**config.mk**
```make
export PLATFORM = sky130hd
export DESIGN_NAME = stream_ctl_top
export DESIGN_NICKNAME = d
export VERILOG_FILES = /design/src/design/stream_ctl_pkg.sv /design/src/design/lane_stream_fsm.sv /design/src/design/mem_grant_fsm.sv /design/src/design/op_decode.sv /design/src/design/stream_ctl_top.sv /design/src/design/sync_collect.sv
export SDC_FILE = /design/constraint.sdc
export NUM_CORES = 1
export LEC_CHECK = 0
export ABC_AREA = 0
export BUFFER_PORTS_ARGS = -buffer_cell sky130_fd_sc_hd__buf_2
export CAP_MARGIN = 10
export CORE_ASPECT_RATIO = 0.75
export CORE_MARGIN = 3
export CORE_UTILIZATION = 34
export DETAILED_ROUTE_END_ITERATION = 8
export PLACE_DENSITY_LB_ADDON = 0.25
export REMOVE_ABC_BUFFERS = 1
export SLEW_MARGIN = 20
export SYNTH_ARGS = -nofsm -noshare
export SYNTH_HDL_FRONTEND = slang
export SYNTH_SLANG_ARGS = --single-unit
```
**constraint.sdc**
```tcl
create_clock -name clk -period 1.8 [get_ports clk]
set_clock_uncertainty 0.15 [all_clocks]
set_input_delay 0.09 -clock clk [delete_from_list [all_inputs] [get_ports clk]]
set_output_delay 0.09 -clock clk [all_outputs]
set_load 0.01 [all_outputs]
```
**src/design/stream_ctl_pkg.sv**
```systemverilog
// stream controller package: sizes, command layout, enums and structs
package stream_ctl_pkg;

  // --------------------------------------------------
  // sizes
  // --------------------------------------------------
  localparam int NUM_LANES   = 4;
  localparam int NUM_STREAMS = 2;
  localparam int PE_ID_W     = 8;
  localparam int CMD_W       = 32;
  localparam int SEL_W       = 2;
  localparam int OPC_W       = 4;
  localparam int NSRC_W      = 2;

  // rs0 field positions
  localparam int RS0_EN_BIT   = 0;
  localparam int RS0_OPC_LSB  = 1;
  localparam int RS0_NSRC_LSB = 5;
  localparam int RS0_SRC0_LSB = 7;
  localparam int RS0_SRC1_LSB = 9;
  localparam int RS0_DST0_LSB = 11;
  localparam int RS0_DST1_LSB = 13;

  // rs1 field positions
  localparam int RS1_MASK_LSB  = 0;
  localparam int RS1_PEID0_LSB = 8;
  localparam int RS1_PEID1_LSB = 16;

  // --------------------------------------------------
  // encodings
  // --------------------------------------------------
  typedef enum logic [SEL_W-1:0] {SRC_NONE, SRC_MEMORY, SRC_NOC} src_sel_e;
  typedef enum logic [SEL_W-1:0] {DST_NONE, DST_MEMORY, DST_NOC} dst_sel_e;
  typedef enum logic [OPC_W-1:0] {OP_NOP = 4'd0, OP_BSUM = 4'd1} opcode_e;

  // main memory-grant FSM
  typedef enum logic [2:0] {
    CTL_WAIT, CTL_MEM_REQ, CTL_MEM_GRANTED, CTL_OP_INIT, CTL_RELEASE_MEM, CTL_COMPLETE
  } ctl_state_e;

  // per-lane stream sequencer
  typedef enum logic [2:0] {
    LN_WAIT, LN_EN_DMA_WRITE, LN_EN_STOP, LN_EN_DMA_READ, LN_OP_START, LN_WAIT_SYNC,
    LN_COMPLETE
  } lane_state_e;

  // --------------------------------------------------
  // structs
  // --------------------------------------------------
  typedef struct packed {
    logic                                 enable;
    logic [NUM_LANES-1:0]                 lane_active;
    opcode_e                              opcode;
    logic [NSRC_W-1:0]                    num_src_streams;
    src_sel_e [NUM_STREAMS-1:0]           src;
    dst_sel_e [NUM_STREAMS-1:0]           dst;
    logic [NUM_STREAMS-1:0][PE_ID_W-1:0]  rd_pe_id;
  } op_cfg_t;

  // controls to one lane of the datapath
  typedef struct packed {
    logic [NUM_STREAMS-1:0]     stop_enable;
    logic [NUM_STREAMS-1:0]     read_enable;
    logic [NUM_STREAMS-1:0]     write_enable;
    src_sel_e [NUM_STREAMS-1:0] src;
    dst_sel_e [NUM_STREAMS-1:0] dst;
    opcode_e                    opcode;
  } lane_ctl_t;

  // status back from one lane
  typedef struct packed {
    logic [NUM_STREAMS-1:0] stop_ready;
    logic [NUM_STREAMS-1:0] stop_complete;
    logic [NUM_STREAMS-1:0] read_complete;
    logic [NUM_STREAMS-1:0] write_complete;
  } lane_status_t;

endpackage

```
**src/design/lane_stream_fsm.sv**
```systemverilog
// lane stream sequencer: DMA write, streaming operator, then DMA read enables
`timescale 1ns/1ns

module lane_stream_fsm
(
  input  logic                                 clk,
  input  logic                                 rst_n,
  input  logic                                 strm_enable,
  input  logic                                 lane_active,
  input  stream_ctl_pkg::op_cfg_t              op,
  input  logic [stream_ctl_pkg::PE_ID_W-1:0]   pe_id,
  input  logic                                 all_synchronized,
  input  stream_ctl_pkg::lane_status_t         status,
  output stream_ctl_pkg::lane_ctl_t            ctl,
  output stream_ctl_pkg::lane_state_e          state
);

  stream_ctl_pkg::lane_state_e state_next;

  logic [stream_ctl_pkg::NUM_STREAMS-1:0] need_write;
  logic [stream_ctl_pkg::NUM_STREAMS-1:0] need_stop;
  logic [stream_ctl_pkg::NUM_STREAMS-1:0] need_read;
  logic stop_all_ready;
  logic units_done;

  // --------------------------------------------------
  // per-stream enable conditions
  // --------------------------------------------------
  always_comb
  begin
    // operator streams follow the source count
    need_stop[0] = (op.num_src_streams >= 2'd1);
    need_stop[1] = (op.num_src_streams == 2'd2);
    for (int k = 0; k < stream_ctl_pkg::NUM_STREAMS; k++)
    begin
      need_write[k] = (op.dst[k] == stream_ctl_pkg::DST_MEMORY);
      // local memory reads only, remote data arrives another way
      need_read[k]  = (op.src[k] == stream_ctl_pkg::SRC_MEMORY) && (op.rd_pe_id[k] == pe_id);
    end
  end

  // readiness checked against the streams this op needs
  assign stop_all_ready = &(~need_stop | status.stop_ready);

  // every enabled unit reported done
  assign units_done = (&(~ctl.stop_enable | status.stop_complete)) &&
                      (&(~ctl.read_enable | status.read_complete)) &&
                      (&(~ctl.write_enable | status.write_complete));

  // --------------------------------------------------
  // next state
  // --------------------------------------------------
  always_comb
  begin
    case (state)
      stream_ctl_pkg::LN_WAIT:
        state_next = (strm_enable && lane_active) ? stream_ctl_pkg::LN_EN_DMA_WRITE :
                                                    stream_ctl_pkg::LN_WAIT;
      stream_ctl_pkg::LN_EN_DMA_WRITE:
        state_next = stream_ctl_pkg::LN_EN_STOP;
      stream_ctl_pkg::LN_EN_STOP:
        state_next = stop_all_ready ? stream_ctl_pkg::LN_EN_DMA_READ : stream_ctl_pkg::LN_EN_STOP;
      stream_ctl_pkg::LN_EN_DMA_READ:
        state_next = stream_ctl_pkg::LN_OP_START;
      stream_ctl_pkg::LN_OP_START:
        state_next = units_done ? stream_ctl_pkg::LN_WAIT_SYNC : stream_ctl_pkg::LN_OP_START;
      // system-wide sync across all pes
      stream_ctl_pkg::LN_WAIT_SYNC:
        state_next = all_synchronized ? stream_ctl_pkg::LN_COMPLETE :
                                        stream_ctl_pkg::LN_WAIT_SYNC;
      stream_ctl_pkg::LN_COMPLETE:
        state_next = strm_enable ? stream_ctl_pkg::LN_COMPLETE : stream_ctl_pkg::LN_WAIT;
      default:
        state_next = stream_ctl_pkg::LN_WAIT;
    endcase
  end

  // --------------------------------------------------
  // state and enable registers
  // --------------------------------------------------
  always_ff @(posedge clk or negedge rst_n)
  begin
    if (!rst_n)
    begin
      state <= stream_ctl_pkg::LN_WAIT;
      ctl   <= '0;
    end
    else
    begin
      state <= state_next;
      // latch stream routing and dma write enables
      if (state == stream_ctl_pkg::LN_EN_DMA_WRITE)
      begin
        ctl.src          <= op.src;
        ctl.dst          <= op.dst;
        ctl.opcode       <= op.opcode;
        ctl.write_enable <= ctl.write_enable | need_write;
      end
      if (state == stream_ctl_pkg::LN_EN_STOP)
        ctl.stop_enable <= ctl.stop_enable | need_stop;
      if (state == stream_ctl_pkg::LN_EN_DMA_READ)
        ctl.read_enable <= ctl.read_enable | need_read;
      // dma enables drop at completion
      if (state == stream_ctl_pkg::LN_COMPLETE)
      begin
        ctl.read_enable  <= '0;
        ctl.write_enable <= '0;
      end
      // operators stay up until the lane is idle
      if (state == stream_ctl_pkg::LN_WAIT)
        ctl.stop_enable <= '0;
    end
  end

  // read dma only ever targets this pe's memory
  for (genvar k = 0; k < stream_ctl_pkg::NUM_STREAMS; k++)
  begin : g_rd_chk
    a_read_local: assert property (@(posedge clk) disable iff (!rst_n)
      $rose(ctl.read_enable[k]) |-> $past(op.rd_pe_id[k] == pe_id));
  end

endmodule

```
**src/design/mem_grant_fsm.sv**
```systemverilog
// memory grant FSM: request, grant and release of the memory controller
`timescale 1ns/1ns

module mem_grant_fsm
(
  input  logic clk,
  input  logic rst_n,
  input  logic enable,
  input  logic mem_granted,
  input  logic lanes_done,
  output logic mem_request,
  output logic mem_released,
  output logic ready,
  output logic complete,
  output logic strm_enable
);

  stream_ctl_pkg::ctl_state_e state;
  stream_ctl_pkg::ctl_state_e state_next;

  logic mem_request_next;
  logic mem_released_next;
  logic in_wait;
  logic in_op_init;
  logic in_complete;

  // --------------------------------------------------
  // next state
  // --------------------------------------------------
  always_comb
  begin
    case (state)
      stream_ctl_pkg::CTL_WAIT:
        state_next = enable ? stream_ctl_pkg::CTL_MEM_REQ : stream_ctl_pkg::CTL_WAIT;
      // hold request until memory controller answers
      stream_ctl_pkg::CTL_MEM_REQ:
        state_next = !enable     ? stream_ctl_pkg::CTL_RELEASE_MEM :
                     mem_granted ? stream_ctl_pkg::CTL_MEM_GRANTED :
                                   stream_ctl_pkg::CTL_MEM_REQ;
      stream_ctl_pkg::CTL_MEM_GRANTED:
        state_next = !enable ? stream_ctl_pkg::CTL_RELEASE_MEM : stream_ctl_pkg::CTL_OP_INIT;
      // lanes run here, leave once all active lanes finish
      stream_ctl_pkg::CTL_OP_INIT:
        state_next = (!enable || lanes_done) ? stream_ctl_pkg::CTL_RELEASE_MEM :
                                               stream_ctl_pkg::CTL_OP_INIT;
      // wait for grant to drop
      stream_ctl_pkg::CTL_RELEASE_MEM:
        state_next = !mem_granted ? stream_ctl_pkg::CTL_COMPLETE :
                                    stream_ctl_pkg::CTL_RELEASE_MEM;
      stream_ctl_pkg::CTL_COMPLETE:
        state_next = enable ? stream_ctl_pkg::CTL_COMPLETE : stream_ctl_pkg::CTL_WAIT;
      default:
        state_next = stream_ctl_pkg::CTL_WAIT;
    endcase
  end

  // state decodes for the flags
  assign in_wait     = (state == stream_ctl_pkg::CTL_WAIT);
  assign in_op_init  = (state == stream_ctl_pkg::CTL_OP_INIT);
  assign in_complete = (state == stream_ctl_pkg::CTL_COMPLETE);

  // request from enable in wait through op init
  assign mem_request_next = (in_wait && enable) ||
                            (state == stream_ctl_pkg::CTL_MEM_REQ) ||
                            (state == stream_ctl_pkg::CTL_MEM_GRANTED) || in_op_init;
  // released while idle and once memory is handed back, drops with the request
  assign mem_released_next = (in_wait && !enable) || in_complete ||
                             (state == stream_ctl_pkg::CTL_RELEASE_MEM);

  // --------------------------------------------------
  // state and flag registers
  // --------------------------------------------------
  always_ff @(posedge clk or negedge rst_n)
  begin
    if (!rst_n)
    begin
      state        <= stream_ctl_pkg::CTL_WAIT;
      mem_request  <= 1'b0;
      mem_released <= 1'b1;
      ready        <= 1'b0;
      complete     <= 1'b0;
      strm_enable  <= 1'b0;
    end
    else
    begin
      state        <= state_next;
      mem_request  <= mem_request_next;
      mem_released <= mem_released_next;
      // set/clear flags, cleared only back in wait
      if (in_wait)
      begin
        ready       <= 1'b0;
        complete    <= 1'b0;
        strm_enable <= 1'b0;
      end
      else
      begin
        if (in_op_init)
        begin
          ready       <= 1'b1;
          strm_enable <= 1'b1;
        end
        if (in_complete)
          complete <= 1'b1;
      end
    end
  end

  // memory is either requested or released, except while held
  a_req_or_rel: assert property (@(posedge clk) disable iff (!rst_n)
    !(state inside {stream_ctl_pkg::CTL_MEM_GRANTED, stream_ctl_pkg::CTL_OP_INIT})
      |-> (mem_request || mem_released));

  // complete lags the state by one cycle, so it may linger into wait
  a_complete_state: assert property (@(posedge clk) disable iff (!rst_n)
    complete |-> (state inside {stream_ctl_pkg::CTL_COMPLETE, stream_ctl_pkg::CTL_WAIT}));

  a_state_legal: assert property (@(posedge clk) disable iff (!rst_n)
    state inside {stream_ctl_pkg::CTL_WAIT, stream_ctl_pkg::CTL_MEM_REQ,
                  stream_ctl_pkg::CTL_MEM_GRANTED, stream_ctl_pkg::CTL_OP_INIT,
                  stream_ctl_pkg::CTL_RELEASE_MEM, stream_ctl_pkg::CTL_COMPLETE});

endmodule

```
**src/design/op_decode.sv**
```systemverilog
// command decoder: registers rs0/rs1 and slices them into the operation struct
`timescale 1ns/1ns

module op_decode
(
  input  logic                                clk,
  input  logic                                rst_n,
  input  logic [stream_ctl_pkg::CMD_W-1:0]    rs0,
  input  logic [stream_ctl_pkg::CMD_W-1:0]    rs1,
  output stream_ctl_pkg::op_cfg_t             op
);

  logic [stream_ctl_pkg::CMD_W-1:0] q_rs0;
  logic [stream_ctl_pkg::CMD_W-1:0] q_rs1;

  // command words sampled every cycle
  always_ff @(posedge clk or negedge rst_n)
  begin
    if (!rst_n)
    begin
      q_rs0 <= '0;
      q_rs1 <= '0;
    end
    else
    begin
      q_rs0 <= rs0;
      q_rs1 <= rs1;
    end
  end

  // --------------------------------------------------
  // field slicing
  // --------------------------------------------------
  always_comb
  begin
    op.enable          = q_rs0[stream_ctl_pkg::RS0_EN_BIT];
    op.lane_active     = q_rs1[stream_ctl_pkg::RS1_MASK_LSB +: stream_ctl_pkg::NUM_LANES];
    op.opcode          = stream_ctl_pkg::opcode_e'(
                           q_rs0[stream_ctl_pkg::RS0_OPC_LSB +: stream_ctl_pkg::OPC_W]);
    op.num_src_streams = q_rs0[stream_ctl_pkg::RS0_NSRC_LSB +: stream_ctl_pkg::NSRC_W];
    // stream source codes
    op.src[0] = stream_ctl_pkg::src_sel_e'(
                  q_rs0[stream_ctl_pkg::RS0_SRC0_LSB +: stream_ctl_pkg::SEL_W]);
    op.src[1] = stream_ctl_pkg::src_sel_e'(
                  q_rs0[stream_ctl_pkg::RS0_SRC1_LSB +: stream_ctl_pkg::SEL_W]);
    // stream destination codes
    op.dst[0] = stream_ctl_pkg::dst_sel_e'(
                  q_rs0[stream_ctl_pkg::RS0_DST0_LSB +: stream_ctl_pkg::SEL_W]);
    op.dst[1] = stream_ctl_pkg::dst_sel_e'(
                  q_rs0[stream_ctl_pkg::RS0_DST1_LSB +: stream_ctl_pkg::SEL_W]);
    // pe holding the read data of each stream
    op.rd_pe_id[0] = q_rs1[stream_ctl_pkg::RS1_PEID0_LSB +: stream_ctl_pkg::PE_ID_W];
    op.rd_pe_id[1] = q_rs1[stream_ctl_pkg::RS1_PEID1_LSB +: stream_ctl_pkg::PE_ID_W];
  end

  // core never issues three source streams, operators only handle two
  a_nsrc_legal: assert property (@(posedge clk) disable iff (!rst_n)
    op.enable |-> (op.num_src_streams != 2'd3));

endmodule

```
**src/design/stream_ctl_top.sv**
```systemverilog
// stream controller top: decode, memory grant, lane sequencers and sync collect
`timescale 1ns/1ns

module stream_ctl_top
(
  input  logic                                                       clk,
  input  logic                                                       rst_n,
  input  logic [stream_ctl_pkg::CMD_W-1:0]                           rs0,
  input  logic [stream_ctl_pkg::CMD_W-1:0]                           rs1,
  input  logic [stream_ctl_pkg::PE_ID_W-1:0]                         pe_id,
  input  logic                                                       all_synchronized,
  input  logic                                                       mem_granted,
  input  stream_ctl_pkg::lane_status_t [stream_ctl_pkg::NUM_LANES-1:0] lane_status,
  output logic                                                       ready,
  output logic                                                       complete,
  output logic                                                       this_synchronized,
  output logic                                                       mem_request,
  output logic                                                       mem_released,
  output stream_ctl_pkg::lane_ctl_t [stream_ctl_pkg::NUM_LANES-1:0]  lane_ctl
);

  stream_ctl_pkg::op_cfg_t                                   op;
  stream_ctl_pkg::lane_state_e [stream_ctl_pkg::NUM_LANES-1:0] lane_state;
  logic strm_enable;
  logic lanes_done;

  // --------------------------------------------------
  // decode and memory acquisition
  // --------------------------------------------------
  op_decode u_op_decode
  (
    .clk (clk),
    .rst_n (rst_n),
    .rs0 (rs0),
    .rs1 (rs1),
    .op (op)
  );

  mem_grant_fsm u_mem_grant_fsm
  (
    .clk (clk),
    .rst_n (rst_n),
    .enable (op.enable),
    .mem_granted (mem_granted),
    .lanes_done (lanes_done),
    .mem_request (mem_request),
    .mem_released (mem_released),
    .ready (ready),
    .complete (complete),
    .strm_enable (strm_enable)
  );

  // --------------------------------------------------
  // one sequencer per execution lane
  // --------------------------------------------------
  for (genvar i = 0; i < stream_ctl_pkg::NUM_LANES; i++)
  begin : g_lane
    lane_stream_fsm u_lane_stream_fsm
    (
      .clk (clk),
      .rst_n (rst_n),
      .strm_enable (strm_enable),
      .lane_active (op.lane_active[i]),
      .op (op),
      .pe_id (pe_id),
      .all_synchronized (all_synchronized),
      .status (lane_status[i]),
      .ctl (lane_ctl[i]),
      .state (lane_state[i])
    );
  end

  sync_collect u_sync_collect
  (
    .clk (clk),
    .rst_n (rst_n),
    .lane_active (op.lane_active),
    .lane_state (lane_state),
    .this_synchronized (this_synchronized),
    .lanes_done (lanes_done)
  );

endmodule

```
**src/design/sync_collect.sv**
```systemverilog
// sync collector: merges lane states into synchronized and all-lanes-done levels
`timescale 1ns/1ns

module sync_collect
(
  input  logic                                                     clk,
  input  logic                                                     rst_n,
  input  logic [stream_ctl_pkg::NUM_LANES-1:0]                     lane_active,
  input  stream_ctl_pkg::lane_state_e [stream_ctl_pkg::NUM_LANES-1:0] lane_state,
  output logic                                                     this_synchronized,
  output logic                                                     lanes_done
);

  logic [stream_ctl_pkg::NUM_LANES-1:0] lane_synced;
  logic [stream_ctl_pkg::NUM_LANES-1:0] lane_done;

  // inactive lanes count as finished
  always_comb
  begin
    for (int i = 0; i < stream_ctl_pkg::NUM_LANES; i++)
    begin
      lane_synced[i] = !lane_active[i] ||
                       (lane_state[i] inside {stream_ctl_pkg::LN_WAIT_SYNC,
                                              stream_ctl_pkg::LN_COMPLETE});
      lane_done[i]   = !lane_active[i] || (lane_state[i] == stream_ctl_pkg::LN_COMPLETE);
    end
  end

  always_ff @(posedge clk or negedge rst_n)
  begin
    if (!rst_n)
    begin
      this_synchronized <= 1'b0;
      lanes_done        <= 1'b0;
    end
    else
    begin
      this_synchronized <= &lane_synced;
      lanes_done        <= &lane_done;
    end
  end

endmodule

```
Word-level counts from Yosys, hierarchy flattened --
Index checks and enable logic that the tools add are counted.
Cells by class: multiplexer cells 50, reductions and logical operators 76, order comparisons 1, bitwise gates (word level) 41, equality and inequality tests 36
Operators with widths (count):
- $pmux 3 s7 | 4
- $mux 14 | 4
- $or 2x2->2 | 28
- $eq 3x3->1 const B | 14
- $reduce_bool 2->1 | 18
- $reduce_and 2->1 | 16
- $eq 3x2->1 const B | 10
- $mux 2 | 14
- $not 2->2 | 13
- $mux 1 | 18
- $pmux 3 s6 | 1
- $eq 8x8->1 | 2
- $logic_and 1x1->1 | 16
- $mux 4 | 4
- $eq 3x1->1 const B | 5
- $logic_not 3->1 | 5
- $mux 3 | 5
- $logic_or 1x1->1 | 14
- $eq 2x1->1 const B | 4
- $reduce_and 4->1 | 2
- $logic_not 1->1 | 5
- $eq 2x2->1 const B | 1
- $ge 2x1->1 const B | 1
Word-level totals: flip-flop bits (word level) 132, input bits 108

Longest topological paths before layout --
depth after elaboration 7, depth in mapped cells 6

Hierarchy --
A second synthesis with hierarchy kept.
Second synthesis, totals: cell total of the unflattened synthesis 521, area, all modules 5935.7 um^2
Modules (own cells, without submodules):
- lane_stream_fsm | sequential area each 525.5 um^2, cells an instance 108, instances 4, area an instance 1133.6 um^2
- op_decode | sequential area each 875.8 um^2, cells an instance 35, instances 1, area an instance 875.8 um^2
- mem_grant_fsm | sequential area each 176.4 um^2, cells an instance 37, instances 1, area an instance 350.3 um^2
- sync_collect | sequential area each 50.0 um^2, cells an instance 17, instances 1, area an instance 175.2 um^2

Worst setup path after synthesis --
Ideal clock, no wire load.
kind reg2reg, from register g_lane[0].u_lane_stream_fsm.state[2], to register g_lane[0].u_lane_stream_fsm.ctl[0] in the netlist's numbering, cell stages (with the launch flop) 6, slack 0.166 ns, arrival 1.359 ns, data required time 1.525 ns, setup time 0.125 ns, path through dfrtp_1 > buf_2 > nor2b_1 > and2b_1 > buf_4 > mux2_2
Between the ends: word-level cells in the longest chain between the ends 1
RTL lines:
- start: declaration | line lane_stream_fsm.sv:15 | output stream_ctl_pkg::lane_state_e state
- start signal: assignment | line lane_stream_fsm.sv:85 | state <= stream_ctl_pkg::LN_WAIT;
- start signal: assignment | line lane_stream_fsm.sv:90 | state <= state_next;
- $eq 3x1->1 | line lane_stream_fsm.sv:92 | if (state == stream_ctl_pkg::LN_EN_DMA_WRITE)
- end: declaration | line lane_stream_fsm.sv:14 | output stream_ctl_pkg::lane_ctl_t ctl,
Every way passes these cells. A chain may end at the register's enable or synchronous reset.

Worst setup path after layout --
from register u_op_decode.q_rs1[21] in the netlist's numbering, to register g_lane[1].u_lane_stream_fsm.ctl[15] in the netlist's numbering
Between the ends: word-level cells in the longest chain between the ends 5
RTL lines:
- start: declaration | line op_decode.sv:14 | logic [stream_ctl_pkg::CMD_W-1:0] q_rs1;
- start signal: assignment | line op_decode.sv:27 | q_rs1 <= rs1;
- $eq 8x8->1 | line lane_stream_fsm.sv:38 | need_read[k] = (op.src[k] == stream_ctl_pkg::SRC_MEMORY) && (op.rd_pe_id[k] == pe_id);
- $logic_and 1x1->1 | line lane_stream_fsm.sv:38
- $or 2x2->2 | line lane_stream_fsm.sv:102 | ctl.read_enable <= ctl.read_enable | need_read;
- $mux 2 | line lane_stream_fsm.sv:101 | if (state == stream_ctl_pkg::LN_EN_DMA_READ)
- $mux 4 | line lane_stream_fsm.sv:104 | if (state == stream_ctl_pkg::LN_COMPLETE)
- end: declaration | line lane_stream_fsm.sv:14
Every way passes these cells. The select of a mux whose other input is x is not followed.

==> impl_metrics.csv <==
group,metric,value,unit
worst_setup_path,reg2reg_slack,0.13,ns
final_layout,n_fill_cell,1281,
final_layout,final_common_cell,"buf_2",
worst_setup_path,critPathMaxFanout,4,
die,die_width,149,µm
die,rows,38,
job,drv_cap,0,
sta,period_needed,1.67,ns
routing,drtPass1Iterations,6,
sta,hold_viol,0,
synthesis,synth_edf_count,0,
place,dp_hpwl,9.95,mm
worst_setup_path,rr_worst_depth,5,
worst_setup_path,crit_end,"g_lane[1].u_lane_stream_fsm.ctl[15]",
worst_setup_path,r2r_start,"u_op_decode.q_rs1[21]",
power_and_ir_drop,powerDensity,1650,mW/mm²
die,core,0.0148,mm²
worst_setup_path,r2r-end,"g_lane[1].u_lane_stream_fsm.ctl[15]",
final_layout,final_cell_mix,"buf_2, dfrtp_1, dlygate4sd3_1, mux2_2",
die,num_io_pins,185,
synthesis,yosysWarnings,0,
final_layout,antenna_cells,0,
synthesis,seq_area_frac_synth,0.610,
sta,slew_headroom,0.515,
worst_setup_path,end_kind,"flip-flop",
sta,finalMaxSlewViolations,0,
synthesis,avgSynthCellArea,11.8,µm²
final_layout,utilization,0.512,
worst_hold_path,whs_path_depth,5,
routing,avgViaCountPerCell,4.82,
sta,rsz0062_at_grt,"no",
clock_tree,cts_made_buffers,17,
worst_setup_path,crit_required,1.94,ns
synthesis,netlist_area,0.00525,mm²
synthesis,ys_ff_latch,128,
routing,wl_per_cell,16.0,µm
global_routing,overflow,0,
routing,drtIter0Drc,237,
global_routing,grt_pass1_vias,4277,
routing,num_vias,4257,
place,portBuffers,155,
synthesis,synthCells,445,
sta,finalSetupViolCount,0,
power_and_ir_drop,p_leak,0.00356,µW
global_routing,antenna_found_initial,0,
sta,worst_pin_slew,0.725,ns
die,fp.dieH,114,µm
worst_setup_path,worstSetupStartpointType,"flip-flop",
place,dp.cells,797,
clock_tree,htree_levels,4,
sta,final.period_utilization,0.927,
clock_tree,clock-root-buffer,"clkbuf_16",
synthesis,synthArstFlopShare,1.00,
die,initial_core_util,0.355,
power_and_ir_drop,vdd.ir_drop.worst,0.616,mV
final_layout,final_cells,884,
clock_tree,clk_latency,0.41,ns
sta,clock.fmax,599,MHz
global_routing,grtUsageTotal,0.170,
routing,drc,0,
synthesis,yosysUniqueCellTypes,43,
worst_hold_path,hold_path_class,"primary input to flip-flop",
final_layout,drive_gt1_frac,0.380,
routing,wl,14.2,mm
clock_tree,cts.sinks,128,
global_routing,grt_max_degree,59,
clock_tree,cts.path.max_buffers,2,
sta,hold_slack,0.0424,ns
worst_setup_path,cp-startpoint,"u_op_decode.q_rs1[21]",
status,outcome,"finished clean",
global_routing,grt_pass1_wl,22.2,mm
die,die_area,0.0170,mm²
final_layout,final_nets,779,
worst_setup_path,crit_arrival,1.81,ns
worst_setup_path,timing_worst_setup_path_type,"flip-flop to flip-flop",
sta,fin_tns_setup,0,ns
place,place_congestion,0.808,
clock_tree,clk_pin_slew,0.06,ns
routing,antenna_left,0,
clock_tree,cts_tree,"built",
synthesis,synthFlopType,"dfrtp_1",
final_layout,area_growth,44.3,%
layer usage:
metal | GRT usage | share of wire | vias up
met5 | 0 | 0 | -
met4 | 0.0506 | 0.015 | 0
met3 | 0.0580 | 0.066 | 22
met2 | 0.258 | 0.45 | 141
met1 | 0.234 | 0.47 | 2092
li1 | - | - | 2002
per-stage QoR:
stage	instance area [µm²]	setup WS [ns]	total power, µW
2_1_floorplan	5150	-0.0512	6880
3_3_place_gp	6390	0.0486	8710
3_5_place_dp	6390	-0.0636	8850
4_1_cts	7550	0.0192	12600
5_1_grt	7570	0.0000511	13300
6_report	7570	0.131	12500
how the worst min path moves through the flow:
stage | startpoint | to
6_report | lane_status[24] | g_lane[3].u_lane_stream_fsm.state[0]
5_1_grt | lane_status[24] | g_lane[3].u_lane_stream_fsm.state[0]
4_1_cts | pe_id[6] | g_lane[2].u_lane_stream_fsm.ctl[15]
3_5_place_dp | rst_n | u_mem_grant_fsm.complete
3_3_place_gp | rst_n | u_mem_grant_fsm.complete
2_1_floorplan | rst_n | g_lane[0].u_lane_stream_fsm.ctl[0]
cell usage after synthesis (2+ instances only):
cell,number,share of area
a21boi_0,3,0.0043
a21oi_1,24,0.023
a222oi_1,2,0.0038
a22oi_1,4,0.0057
a31oi_1,3,0.0036
a32o_1,2,0.0038
buf_2,7,0.0067
buf_4,4,0.0057
clkbuf_1,10,0.0072
dfrtp_1,127,0.61
inv_1,26,0.019
mux2_2,48,0.10
mux2i_1,3,0.0057
nand2_1,34,0.024
nand2b_1,12,0.014
nand3_1,2,0.0019
nand4b_1,2,0.0033
nor2_1,23,0.016
nor2b_1,17,0.020
nor3_1,6,0.0057
o21ai_0,34,0.032
o221ai_1,3,0.0050
o22ai_1,6,0.0072
o31ai_1,3,0.0043
o41ai_1,6,0.010
or4_1,2,0.0029
xnor2_1,9,0.015
xor2_1,8,0.013
critical path: stages (launching register included):
cell	delay, ns
dfrtp_1	0.37
xor2_1	0.15
nor4_2	0.26
nand4b_1	0.12
buf_4	0.18
o41ai_1	0.34
flip-flops by register name, indices dropped and copies added, names as in the netlist:
signal / cells
g_lane.u_lane_stream_fsm.ctl: 72
u_sync_collect.lanes_done: 1
u_mem_grant_fsm.mem_request: 1
u_op_decode.q_rs0: 15
u_sync_collect.this_synchronized: 1
u_mem_grant_fsm.ready: 1
u_op_decode.q_rs1: 20
u_mem_grant_fsm.mem_released: 1
u_mem_grant_fsm.complete: 1
u_mem_grant_fsm.state: 3
g_lane.u_lane_stream_fsm.state: 12
where the power goes:
part,switching (µW),internal [µW],total (µW)
combinational,2100,2110,4220
sequential,781,3900,4680
clock,1290,2310,3600
total,4180,8330,12500
repair_timing:
item	in CTS	in global routing
pin swaps	2	0
endpoints found under the setup margin	4	3
buffers inserted	2	0
hold buffers	53	0
hold endpoints to repair	172	0
gates resized for setup	0	3
cells by family after synthesis:
kind of cell    count (synthesis)  synth area share
compound gates                 95             0.111
xor+xnor                       17            0.0284
mux                            51             0.109
simple gates                  107             0.103
flops                         128             0.610
buf+inv                        47            0.0381
cell type report:
cell class / count / area, µm² / share of cell area
clock buffer: 18 / 429 / 0.0567
clock inverter: 14 / 190 / 0.0251
inverter: 26 / 97.6 / 0.0129
multi-input combinational: 270 / 1870 / 0.246
sequential: 128 / 3200 / 0.423
tap: 200 / 250 / 0.0330
timing repair buffer: 228 / 1540 / 0.203
Note: power is estimated with default switching activity, not from simulation.
